--- config.mk ---
export PLATFORM = sky130hd
export DESIGN_NAME = psx_loader_top
export DESIGN_NICKNAME = d
export VERILOG_FILES = /design/src/source/psx_loader_pkg.sv /design/src/source/psx_loader_top.sv /design/src/source/media_tracker.sv /design/src/source/ram_download_writer.sv /design/src/source/download_decoder.sv
export SDC_FILE = /design/constraint.sdc
export NUM_CORES = 1
export LEC_CHECK = 0
export BUFFER_PORTS_ARGS = -buffer_cell sky130_fd_sc_hd__buf_2
export CAP_MARGIN = 5
export CORE_AREA = 2 2 139 141
export CTS_CLUSTER_SIZE = 24
export DETAILED_ROUTE_END_ITERATION = 16
export DIE_AREA = 0 0 141 143
export PLACE_DENSITY = 0.64
export SKIP_CTS_REPAIR_TIMING = 1
export SLEW_MARGIN = 40
export SYNTH_ARGS = -nofsm -noshare
export SYNTH_HDL_FRONTEND = slang
export SYNTH_SLANG_ARGS = --single-unit
--- constraint.sdc ---
create_clock -name clk_1x -period 5.65 [get_ports clk_1x]
set_clock_uncertainty 0.2 [all_clocks]
set_input_delay 1.695 -clock clk_1x [delete_from_list [all_inputs] [get_ports clk_1x]]
set_output_delay 1.695 -clock clk_1x [all_outputs]
set_load 0.005 [all_outputs]
--- src/source/psx_loader_pkg.sv ---
// Shared constants for the loader and media bookkeeping blocks.
// Host addresses are byte addresses. Every download half is 16 bits wide.
// Load bases must fit in the RAM write-channel address width.

package psx_loader_pkg;

	// ========================================
	// Bus widths
	// ========================================

	// Host download port
	localparam int IOCTL_ADDR_W = 27;
	localparam int IOCTL_DATA_W = 16;

	// RAM write channel
	localparam int RAM_ADDR_W = 27;
	localparam int RAM_DATA_W = 32;
	localparam int RAM_BE_W   = 4;

	// Media sizes
	localparam int CD_SIZE_W  = 30;
	localparam int IMG_SIZE_W = 64;

	// Track-info table, one entry per 32-bit word
	localparam int TRACKINFO_ADDR_W = 9;

	// ========================================
	// Host download index codes
	// ========================================

	localparam logic [7:0] INDEX_BIOS   = 8'd0;
	localparam logic [7:0] INDEX_EXE    = 8'd1;
	// Only the low six bits are decoded for CD images
	localparam logic [7:0] INDEX_CD     = 8'd2;
	localparam logic [7:0] INDEX_SBI    = 8'd250;
	localparam logic [7:0] INDEX_CDINFO = 8'd251;

	// ========================================
	// Load bases in RAM
	// ========================================

	// 2 MiB
	localparam logic [RAM_ADDR_W-1:0] BIOS_START = 27'h020_0000;
	// 4 MiB
	localparam logic [RAM_ADDR_W-1:0] EXE_START  = 27'h040_0000;

endpackage
--- src/source/psx_loader_top.sv ---
// Loader and media bookkeeping for the console core.
// The host side follows the download port protocol with ioctl_wait.
// The RAM write channel takes one request at a time, each closed by an ack.
// Core writes are only served while no BIOS or EXE download is running.

module psx_loader_top
	import psx_loader_pkg::*;
(
	input  logic                        clk_1x,
	input  logic                        rst_n,
	// Host download port
	input  logic                        ioctl_download,
	input  logic [7:0]                  ioctl_index,
	input  logic [IOCTL_ADDR_W-1:0]     ioctl_addr,
	input  logic [IOCTL_DATA_W-1:0]     ioctl_dout,
	input  logic                        ioctl_wr,
	output logic                        ioctl_wait,
	// RAM write channel
	output logic                        ram_wr_req,
	output logic [RAM_ADDR_W-1:0]       ram_wr_addr,
	output logic [RAM_DATA_W-1:0]       ram_wr_data,
	output logic [RAM_BE_W-1:0]         ram_wr_be,
	input  logic                        ram_wr_ack,
	// Core write port
	input  logic                        core_wr_req,
	input  logic [RAM_ADDR_W-1:0]       core_wr_addr,
	input  logic [RAM_DATA_W-1:0]       core_wr_data,
	input  logic [RAM_BE_W-1:0]         core_wr_be,
	output logic                        core_wr_ack,
	// Image mounts and menu
	input  logic [2:0]                  img_mounted,
	input  logic [IMG_SIZE_W-1:0]       img_size,
	input  logic                        user_reset,
	input  logic                        memcard_reload,
	input  logic                        memcard_save_cmd,
	input  logic                        autosave_en,
	input  logic                        osd_open,
	// To the core
	output logic                        exe_loaded,
	output logic                        core_reset,
	output logic                        trackinfo_write,
	output logic [TRACKINFO_ADDR_W-1:0] trackinfo_addr,
	output logic [RAM_DATA_W-1:0]       trackinfo_data,
	output logic                        has_cd,
	output logic                        new_cd,
	output logic                        cd_from_sd,
	output logic [CD_SIZE_W-1:0]        cd_size,
	output logic [IOCTL_DATA_W-1:0]     libcrypt_key,
	output logic                        card1_mounted,
	output logic                        card2_mounted,
	output logic                        card1_load,
	output logic                        card2_load,
	output logic                        card_save,
	output logic                        media_loaded
);

	// Download kinds
	logic dl_bios;
	logic dl_exe;
	logic dl_cd;
	logic dl_sbi;
	logic dl_cdinfo;
	logic cd_download_done;

	// ========================================
	// ROM detect
	// ========================================

	download_decoder decoder_i (
		.clk_1x           (clk_1x),
		.rst_n            (rst_n),
		.ioctl_download   (ioctl_download),
		.ioctl_index      (ioctl_index),
		.user_reset       (user_reset),
		.dl_bios          (dl_bios),
		.dl_exe           (dl_exe),
		.dl_cd            (dl_cd),
		.dl_sbi           (dl_sbi),
		.dl_cdinfo        (dl_cdinfo),
		.exe_loaded       (exe_loaded),
		.cd_download_done (cd_download_done),
		.core_reset       (core_reset)
	);

	// ========================================
	// Download packing and RAM sharing
	// ========================================

	ram_download_writer writer_i (
		.clk_1x          (clk_1x),
		.rst_n           (rst_n),
		.dl_bios         (dl_bios),
		.dl_exe          (dl_exe),
		.dl_cdinfo       (dl_cdinfo),
		.ioctl_addr      (ioctl_addr),
		.ioctl_dout      (ioctl_dout),
		.ioctl_wr        (ioctl_wr),
		.core_wr_req     (core_wr_req),
		.core_wr_addr    (core_wr_addr),
		.core_wr_data    (core_wr_data),
		.core_wr_be      (core_wr_be),
		.ram_wr_ack      (ram_wr_ack),
		.ioctl_wait      (ioctl_wait),
		.ram_wr_req      (ram_wr_req),
		.ram_wr_addr     (ram_wr_addr),
		.ram_wr_data     (ram_wr_data),
		.ram_wr_be       (ram_wr_be),
		.core_wr_ack     (core_wr_ack),
		.trackinfo_write (trackinfo_write),
		.trackinfo_addr  (trackinfo_addr),
		.trackinfo_data  (trackinfo_data)
	);

	// ========================================
	// Media status
	// ========================================

	media_tracker media_i (
		.clk_1x           (clk_1x),
		.rst_n            (rst_n),
		.dl_exe           (dl_exe),
		.dl_cd            (dl_cd),
		.dl_sbi           (dl_sbi),
		.cd_download_done (cd_download_done),
		.ioctl_addr       (ioctl_addr),
		.ioctl_dout       (ioctl_dout),
		.ioctl_wr         (ioctl_wr),
		.img_mounted      (img_mounted),
		.img_size         (img_size),
		.memcard_reload   (memcard_reload),
		.memcard_save_cmd (memcard_save_cmd),
		.autosave_en      (autosave_en),
		.osd_open         (osd_open),
		.has_cd           (has_cd),
		.new_cd           (new_cd),
		.cd_from_sd       (cd_from_sd),
		.cd_size          (cd_size),
		.libcrypt_key     (libcrypt_key),
		.card1_mounted    (card1_mounted),
		.card2_mounted    (card2_mounted),
		.card1_load       (card1_load),
		.card2_load       (card2_load),
		.card_save        (card_save),
		.media_loaded     (media_loaded)
	);

endmodule

--- src/source/media_tracker.sv ---
// Keeps the CD image, memory card and copy-protection state for the core.
// img_mounted bit 0 is the CD slot, bit 1 memory card 1, bit 2 memory card 2.
// A zero image size on a mount means the image was removed.
// A downloaded CD has its size taken from the last host address.
// cd_size and libcrypt_key are undefined until first written.

module media_tracker
	import psx_loader_pkg::*;
(
	input  logic                    clk_1x,
	input  logic                    rst_n,
	input  logic                    dl_exe,
	input  logic                    dl_cd,
	input  logic                    dl_sbi,
	input  logic                    cd_download_done,
	input  logic [IOCTL_ADDR_W-1:0] ioctl_addr,
	input  logic [IOCTL_DATA_W-1:0] ioctl_dout,
	input  logic                    ioctl_wr,
	input  logic [2:0]              img_mounted,
	input  logic [IMG_SIZE_W-1:0]   img_size,
	input  logic                    memcard_reload,
	input  logic                    memcard_save_cmd,
	input  logic                    autosave_en,
	input  logic                    osd_open,
	output logic                    has_cd,
	output logic                    new_cd,
	output logic                    cd_from_sd,
	output logic [CD_SIZE_W-1:0]    cd_size,
	output logic [IOCTL_DATA_W-1:0] libcrypt_key,
	output logic                    card1_mounted,
	output logic                    card2_mounted,
	output logic                    card1_load,
	output logic                    card2_load,
	output logic                    card_save,
	output logic                    media_loaded
);

	logic img_present;
	logic autosave_trig;

	// Edge detect history
	logic reload_q;
	logic save_q;
	logic autosave_q;

	assign img_present   = (img_size != '0);
	// Autosave fires when the menu opens with autosave on
	assign autosave_trig = autosave_en && osd_open;

	// ========================================
	// CD size and protection key
	// ========================================

	always_ff @(posedge clk_1x) begin
		if (cd_download_done)
			cd_size <= {{(CD_SIZE_W-IOCTL_ADDR_W){1'b0}}, ioctl_addr};
		// A mount in the same cycle wins
		if (img_mounted[0] && img_present)
			cd_size <= img_size[CD_SIZE_W-1:0];

		if (dl_sbi && ioctl_wr)
			libcrypt_key <= ioctl_dout;
	end

	// ========================================
	// CD status
	// ========================================

	always_ff @(posedge clk_1x or negedge rst_n) begin
		if (!rst_n) begin
			has_cd       <= 1'b0;
			new_cd       <= 1'b0;
			cd_from_sd   <= 1'b0;
			media_loaded <= 1'b0;
		end else begin
			new_cd <= 1'b0;

			if (cd_download_done) begin
				has_cd     <= 1'b1;
				cd_from_sd <= 1'b0;
			end

			if (img_mounted[0]) begin
				if (img_present) begin
					has_cd     <= 1'b1;
					cd_from_sd <= 1'b1;
					new_cd     <= 1'b1;
				end else begin
					has_cd <= 1'b0;
				end
			end

			// Sticky until reset
			if (dl_exe || dl_cd || img_mounted[0])
				media_loaded <= 1'b1;
		end
	end

	// ========================================
	// Memory cards
	// ========================================

	always_ff @(posedge clk_1x or negedge rst_n) begin
		if (!rst_n) begin
			card1_mounted <= 1'b0;
			card2_mounted <= 1'b0;
			card1_load    <= 1'b0;
			card2_load    <= 1'b0;
			card_save     <= 1'b0;
			reload_q      <= 1'b0;
			save_q        <= 1'b0;
			autosave_q    <= 1'b0;
		end else begin
			reload_q   <= memcard_reload;
			save_q     <= memcard_save_cmd;
			autosave_q <= autosave_trig;

			// Mount events, a new image is read in right away
			card1_load <= img_mounted[1] && img_present;
			card2_load <= img_mounted[2] && img_present;
			if (img_mounted[1])
				card1_mounted <= img_present;
			if (img_mounted[2])
				card2_mounted <= img_present;

			// Menu reload hits both slots
			if (memcard_reload && !reload_q) begin
				card1_load <= 1'b1;
				card2_load <= 1'b1;
			end

			card_save <= (memcard_save_cmd && !save_q) || (autosave_trig && !autosave_q);
		end
	end

endmodule

--- src/source/ram_download_writer.sv ---
// Packs 16-bit host halves into 32-bit words, low half first.
// BIOS and EXE words go to RAM. Track-info words go to the CD block instead.
// While a BIOS or EXE download runs the RAM channel belongs to the loader
// and core requests are ignored. The core must not write during that time.
// The host must respect ioctl_wait before sending the next high half.

module ram_download_writer
	import psx_loader_pkg::*;
(
	input  logic                        clk_1x,
	input  logic                        rst_n,
	input  logic                        dl_bios,
	input  logic                        dl_exe,
	input  logic                        dl_cdinfo,
	input  logic [IOCTL_ADDR_W-1:0]     ioctl_addr,
	input  logic [IOCTL_DATA_W-1:0]     ioctl_dout,
	input  logic                        ioctl_wr,
	input  logic                        core_wr_req,
	input  logic [RAM_ADDR_W-1:0]       core_wr_addr,
	input  logic [RAM_DATA_W-1:0]       core_wr_data,
	input  logic [RAM_BE_W-1:0]         core_wr_be,
	input  logic                        ram_wr_ack,
	output logic                        ioctl_wait,
	output logic                        ram_wr_req,
	output logic [RAM_ADDR_W-1:0]       ram_wr_addr,
	output logic [RAM_DATA_W-1:0]       ram_wr_data,
	output logic [RAM_BE_W-1:0]         ram_wr_be,
	output logic                        core_wr_ack,
	output logic                        trackinfo_write,
	output logic [TRACKINFO_ADDR_W-1:0] trackinfo_addr,
	output logic [RAM_DATA_W-1:0]       trackinfo_data
);

	// Loader owns the RAM channel
	logic ram_dl;
	// Any download that goes through the packer
	logic pack_active;
	logic dl_ack;

	// Word being assembled
	logic [RAM_ADDR_W-1:0] word_addr;
	logic [RAM_DATA_W-1:0] word_data;
	logic                  word_wr;

	assign ram_dl      = dl_bios || dl_exe;
	assign pack_active = ram_dl || dl_cdinfo;
	assign dl_ack      = ram_dl && ram_wr_ack;

	// ========================================
	// Half packing
	// ========================================

	always_ff @(posedge clk_1x) begin
		if (pack_active && ioctl_wr) begin
			if (!ioctl_addr[1]) begin
				word_data[15:0] <= ioctl_dout;
				if (dl_bios)
					word_addr <= ioctl_addr + BIOS_START;
				else if (dl_exe)
					word_addr <= ioctl_addr + EXE_START;
				else
					word_addr <= ioctl_addr;
			end else begin
				word_data[31:16] <= ioctl_dout;
			end
		end
	end

	// ========================================
	// Write pulse and host back-pressure
	// ========================================

	always_ff @(posedge clk_1x or negedge rst_n) begin
		if (!rst_n) begin
			word_wr    <= 1'b0;
			ioctl_wait <= 1'b0;
		end else begin
			word_wr <= 1'b0;
			if (pack_active) begin
				if (ioctl_wr && ioctl_addr[1]) begin
					word_wr    <= 1'b1;
					// Track info is consumed at once, no need to stall
					ioctl_wait <= ram_dl;
				end
				if (dl_ack)
					ioctl_wait <= 1'b0;
			end else begin
				ioctl_wait <= 1'b0;
			end
		end
	end

	// ========================================
	// RAM channel sharing
	// ========================================

	assign ram_wr_req  = ram_dl ? word_wr : core_wr_req;
	assign ram_wr_addr = ram_dl ? word_addr : core_wr_addr;
	assign ram_wr_data = ram_dl ? word_data : core_wr_data;
	assign ram_wr_be   = ram_dl ? {RAM_BE_W{1'b1}} : core_wr_be;

	// Ack goes back to whoever owns the channel
	assign core_wr_ack = ram_wr_ack && !ram_dl;

	// Track-info table port
	assign trackinfo_write = word_wr && dl_cdinfo;
	assign trackinfo_addr  = word_addr[10:2];
	assign trackinfo_data  = word_data;

endmodule

--- src/source/download_decoder.sv ---
// Turns the host download index into one registered flag per download kind.
// Kinds are mutually exclusive because the index selects only one at a time.
// End-of-download pulses come two cycles after ioctl_download falls.
// The core reset request stays high for the whole BIOS, EXE or CD download.

module download_decoder
	import psx_loader_pkg::*;
(
	input  logic       clk_1x,
	input  logic       rst_n,
	input  logic       ioctl_download,
	input  logic [7:0] ioctl_index,
	input  logic       user_reset,
	output logic       dl_bios,
	output logic       dl_exe,
	output logic       dl_cd,
	output logic       dl_sbi,
	output logic       dl_cdinfo,
	output logic       exe_loaded,
	output logic       cd_download_done,
	output logic       core_reset
);

	// Previous kind state for falling-edge detection
	logic dl_exe_q;
	logic dl_cd_q;

	// ========================================
	// Kind decode
	// ========================================

	always_ff @(posedge clk_1x or negedge rst_n) begin
		if (!rst_n) begin
			dl_bios   <= 1'b0;
			dl_exe    <= 1'b0;
			dl_cd     <= 1'b0;
			dl_sbi    <= 1'b0;
			dl_cdinfo <= 1'b0;
		end else begin
			dl_bios   <= ioctl_download && (ioctl_index == INDEX_BIOS);
			dl_exe    <= ioctl_download && (ioctl_index == INDEX_EXE);
			// Upper index bits carry the drive number here
			dl_cd     <= ioctl_download && (ioctl_index[5:0] == INDEX_CD[5:0]);
			dl_sbi    <= ioctl_download && (ioctl_index == INDEX_SBI);
			dl_cdinfo <= ioctl_download && (ioctl_index == INDEX_CDINFO);
		end
	end

	// ========================================
	// End pulses and reset request
	// ========================================

	always_ff @(posedge clk_1x or negedge rst_n) begin
		if (!rst_n) begin
			dl_exe_q         <= 1'b0;
			dl_cd_q          <= 1'b0;
			exe_loaded       <= 1'b0;
			cd_download_done <= 1'b0;
			core_reset       <= 1'b0;
		end else begin
			dl_exe_q <= dl_exe;
			dl_cd_q  <= dl_cd;

			// One cycle wide, the flag has already dropped
			exe_loaded       <= dl_exe_q && !dl_exe;
			cd_download_done <= dl_cd_q && !dl_cd;

			// Hold the core while its memory image is replaced
			core_reset <= user_reset || dl_bios || dl_exe || dl_cd;
		end
	end

endmodule

==> flow_results.xml <==
<?xml version="1.0" encoding="UTF-8"?>
<metrics>
  <group name="cts">
    <metric name="num_cts_buffers" unit="">17</metric>
    <metric name="cts.root.buffer_cell" unit="">sky130_fd_sc_hd__clkbuf_16</metric>
    <metric name="clkSinkCount" unit="">129</metric>
    <metric name="clock_insertion_delay_worst_skew" unit="ns">0.41</metric>
    <metric name="cts.reportedPaths.clkPinSlew" unit="ns">0.05</metric>
    <metric name="number_of_levels_in_the_clock_h_tree" unit="">4</metric>
    <metric name="tritoncts" unit="">yes</metric>
    <metric name="clk_path_buf_depth" unit="">2</metric>
  </group>
  <group name="yosys">
    <metric name="synth-async-reset-ratio" unit="%">18.6</metric>
    <metric name="post_synth_num_cell_types" unit="">37</metric>
    <metric name="synth_flop_cell" unit="">sky130_fd_sc_hd__edfxtp_1</metric>
    <metric name="synth.yosys.warnings" unit="">0</metric>
    <metric name="synth_edf_count" unit="">105</metric>
    <metric name="synth_seq_cells" unit="">129</metric>
    <metric name="synth_area" unit="sq mm">0.00556</metric>
    <metric name="synth_fp_nets" unit="">535</metric>
    <metric name="post_synth.cell_area_avg" unit="sq um">16.3</metric>
    <metric name="synth.yosys.seq_area_share" unit="%">67.5</metric>
    <metric name="post_syn_instances" unit="">341</metric>
  </group>
  <group name="timing">
    <metric name="setup_ws" unit="ns">1.30</metric>
    <metric name="hold_viol" unit="">0</metric>
    <metric name="period_needed" unit="ns">4.35</metric>
    <metric name="final.setup.tns" unit="ns">0</metric>
    <metric name="finalMaxSlewViolations" unit="">0</metric>
    <metric name="worst-slew-pin-transition" unit="ns">0.727</metric>
    <metric name="relSlewSlack" unit="%">51.4</metric>
    <metric name="finalSetupViolCount" unit="">0</metric>
    <metric name="fin_crit_sh" unit="%">77.0</metric>
    <metric name="grt_setup_unrepaired" unit="">false</metric>
    <metric name="maxClockFrequency" unit="MHz">230</metric>
  </group>
  <group name="setup_path">
    <metric name="cp_data_required_time" unit="ns">3.75</metric>
    <metric name="r2r_start" unit="">decoder_i.dl_bios$_DFF_PN0_</metric>
    <metric name="nature_of_the_critical_path_endpoint" unit="">output pin</metric>
    <metric name="critical-path-max-stage-delay" unit="ns">0.62</metric>
    <metric name="timing.critical_path.cells" unit="">nor2_4, buf_12, mux2_2, buf_2</metric>
    <metric name="slowest_stage_cell_on_the_critical_path" unit="">sky130_fd_sc_hd__nor2_4</metric>
    <metric name="critPathLaunchType" unit="">flip-flop</metric>
    <metric name="cp_max_fo" unit="">45</metric>
    <metric name="timing.critical_path.from" unit="">decoder_i.dl_bios$_DFF_PN0_</metric>
    <metric name="crit_arrival" unit="ns">2.46</metric>
    <metric name="path_class" unit="">reg -&gt; out</metric>
  </group>
  <group name="place">
    <metric name="post-dp-hpwl" unit="um">12900</metric>
    <metric name="gp_routability_congestion" unit="">0.807</metric>
    <metric name="place.port_buffers" unit="">356</metric>
    <metric name="place_worst_setup_slack" unit="ns">0.919</metric>
  </group>
  <group name="power">
    <metric name="power_per_cell_area" unit="mW/mm^2">288</metric>
    <metric name="swShare" unit="%">22.0</metric>
    <metric name="static-leakage-power" unit="uW">0.00365</metric>
    <metric name="clock_share_of_power" unit="%">45.9</metric>
    <metric name="worst_ir_drop_vdd" unit="V">0.000188</metric>
    <metric name="net-switching-power" unit="uW">513</metric>
    <metric name="share_comb_of_total_power" unit="%">8.8</metric>
    <metric name="pwr-share-seq" unit="%">45.3</metric>
    <metric name="internal_power" unit="uW">1820</metric>
  </group>
  <group name="floorplanning">
    <metric name="initial_core_util" unit="%">29.9</metric>
    <metric name="placeableCoreArea" unit="sq mm">0.0186</metric>
    <metric name="num_io_pins" unit="">357</metric>
    <metric name="die_h" unit="um">143</metric>
    <metric name="dieWidth" unit="um">141</metric>
    <metric name="core.rowCount" unit="">50</metric>
    <metric name="die_footprint" unit="sq mm">0.0202</metric>
  </group>
  <group name="routing">
    <metric name="drt_iter0_drc" unit="">150</metric>
    <metric name="wire_per_inst" unit="um">17.5</metric>
    <metric name="post_drt_via_cell_ratio" unit="">4.40</metric>
    <metric name="vias" unit="">4159</metric>
    <metric name="drc_errors" unit="">0</metric>
    <metric name="firstDrtPassIters" unit="">4</metric>
    <metric name="drt-total-wl" unit="um">16500</metric>
    <metric name="drtAntennaViolNets" unit="">0</metric>
  </group>
  <group name="global_route">
    <metric name="antenna_found_initial" unit="">0</metric>
    <metric name="grt_pass1_vias" unit="">4139</metric>
    <metric name="grt_usage" unit="%">15.7</metric>
    <metric name="grt_first_pass_wirelength" unit="um">23300</metric>
    <metric name="grt_remaining_overflow" unit="">0</metric>
    <metric name="grt_start_max_net_pins" unit="">46</metric>
  </group>
  <group name="cells_and_area">
    <metric name="register_area" unit="sq mm">0.00375</metric>
    <metric name="multiInputGateArea" unit="sq mm">0.00163</metric>
    <metric name="num_antenna_cells" unit="">0</metric>
    <metric name="nNetsFinal" unit="">892</metric>
    <metric name="layout.filler_cells" unit="">1738</metric>
    <metric name="post_route_cells_drive_above_1_share" unit="%">67.8</metric>
    <metric name="synthToLayoutAreaGrowth" unit="%">46.0</metric>
  </group>
  <group name="worst_hold_path">
    <metric name="timing.hold.worst.start" unit="">decoder_i.dl_cd$_DFF_PN0_</metric>
    <metric name="min-delay-path-class" unit="">reg -&gt; reg</metric>
  </group>
  <group name="outcome">
    <metric name="run_status" unit="">complete, no violations</metric>
  </group>
  <group name="flow_run">
    <metric name="drv.max_cap_violation_count" unit="">0</metric>
  </group>
</metrics>
-- logic make-up (layout without fill, tap and decap cells) --
family / count (synthesis) / after routing / share of synthesized area (%)
flops: 129 / 129 / 67.5
mux: 87 / 87 / 19.0
simple gates: 73 / 73 / 7.29
compound gates: 13 / 13 / 1.31
buf+inv: 32 / 402 / 3.69
fa+ha+maj: 2 / 2 / 0.450
xor+xnor: 5 / 5 / 0.788
-- area by class of cell --
cell class | instances | share of cell area, %
Clock buffer | 17 | 5.24
Clock inverter | 15 | 1.96
Inverter | 10 | 0.462
Multi-Input combinational cell | 180 | 20.0
Sequential cell | 129 | 46.2
Tap cell | 234 | 3.61
Timing Repair Buffer | 360 | 22.5
-- Yosys cell counts (4+ instances only) --
library cell	number	area (sq um)
sky130_fd_sc_hd__dfrtp_1	24	601
sky130_fd_sc_hd__nand4_1	5	31.3
sky130_fd_sc_hd__nor2_1	16	60.1
sky130_fd_sc_hd__mux2_2	64	721
sky130_fd_sc_hd__buf_4	9	67.6
sky130_fd_sc_hd__o21ai_0	6	30.0
sky130_fd_sc_hd__xnor2_1	4	35.0
sky130_fd_sc_hd__edfxtp_1	105	3150
sky130_fd_sc_hd__nand2_1	9	33.8
sky130_fd_sc_hd__inv_1	10	37.5
sky130_fd_sc_hd__mux2_4	20	300
sky130_fd_sc_hd__nor4_1	16	100
sky130_fd_sc_hd__or3_1	5	31.3
sky130_fd_sc_hd__nor2b_1	5	31.3
-- cell usage in the layout (no fill, tap or decap), types with 2 or more instances in the layout --
cell type                    synthesis  routed
sky130_fd_sc_hd__bufinv_16           0       2
sky130_fd_sc_hd__nand3_1             2       2
sky130_fd_sc_hd__and2_1              3       2
sky130_fd_sc_hd__edfxtp_1          105     105
sky130_fd_sc_hd__xnor2_1             4       4
sky130_fd_sc_hd__buf_4               9       3
sky130_fd_sc_hd__clkinv_2            0       2
sky130_fd_sc_hd__mux2_2             64      64
sky130_fd_sc_hd__clkbuf_16           0      17
sky130_fd_sc_hd__o21ai_0             6       6
sky130_fd_sc_hd__nor2_1             16      15
sky130_fd_sc_hd__nand2_1             9       9
sky130_fd_sc_hd__inv_1              10      10
sky130_fd_sc_hd__or3_1               5       5
sky130_fd_sc_hd__nor4_1             16      16
sky130_fd_sc_hd__nor3_1              2       2
sky130_fd_sc_hd__a21oi_1             3       3
sky130_fd_sc_hd__clkinv_4            0       5
sky130_fd_sc_hd__or4_1               2       2
sky130_fd_sc_hd__clkinvlp_4          0       2
sky130_fd_sc_hd__dfrtp_1            24      24
sky130_fd_sc_hd__nor2b_1             5       5
sky130_fd_sc_hd__mux2_1              3       3
sky130_fd_sc_hd__inv_6               0       3
sky130_fd_sc_hd__ha_1                2       2
sky130_fd_sc_hd__nand4_1             5       5
sky130_fd_sc_hd__buf_2               3     356
sky130_fd_sc_hd__mux2_4             20      20
-- final timing paths --
path / slack (ns) / cells past startpoint / endpoint
min in group asynchronous: 1.06 / 1 / media_i.card2_mounted$_DFFE_PN0P_
max: 1.30 / 4 / ram_wr_data[2]
max in group asynchronous: 3.84 / 1 / decoder_i.dl_sbi$_DFF_PN0_
min: 0.25 / 0 / decoder_i.dl_cd_q$_DFF_PN0_
min reg2reg: 0.25 / 0 / decoder_i.dl_cd_q$_DFF_PN0_
max reg2reg: 3.56 / 3 / writer_i.word_addr[6]$_DFFE_PP_
-- critical path: cells and delay by family, from the launching register on --
| kind | cells | cell delay (ns) |
|---|---|---|
| AND/OR/NAND/NOR | 1 | 0.62 |
| multiplexers | 1 | 0.39 |
| buffers and inverters | 2 | 0.47 |
| flip-flops | 1 | 0.54 |
-- metal layers --
metal	GRT usage (%)	vias up	wire length (um)
li1	-	2007	-
met1	18.5	1966	6650
met2	27.5	178	8520
met3	5.50	8	1230
met4	3.68	0	98
met5	0	-	0
-- power by group through the flow --
stage                     Clock, uW  Sequential (uW)  Combinational (uW)
after floorplan                   0             1080                73.1
after global placement            0             1080                 203
after detailed placement          0             1080                 207
after CTS                      1100             1060                 207
after global routing           1150             1060                 224
final                          1070             1060                 205
-- sequential cells by signal (all words and copies together), names as in the netlist, 16 cells and up --
signal	cells
media_i.libcrypt_key	16
writer_i.word_addr	27
writer_i.trackinfo_data	32
media_i.cd_size	30
-- metrics by stage --
stage	instances	area [sq um]	utilization [%]	power [uW]	hold slack, ns
2_1_floorplan	341	5560	-	1150	0.152
3_3_place_gp	913	7530	40.5	1280	0.215
3_5_place_dp	913	7530	40.5	1280	0.232
4_1_cts	945	8110	43.7	2370	0.243
5_1_grt	945	8120	43.7	2430	0.251
6_report	945	8120	43.7	2340	0.245
No activity file was read; power rests on OpenSTA's default activity.
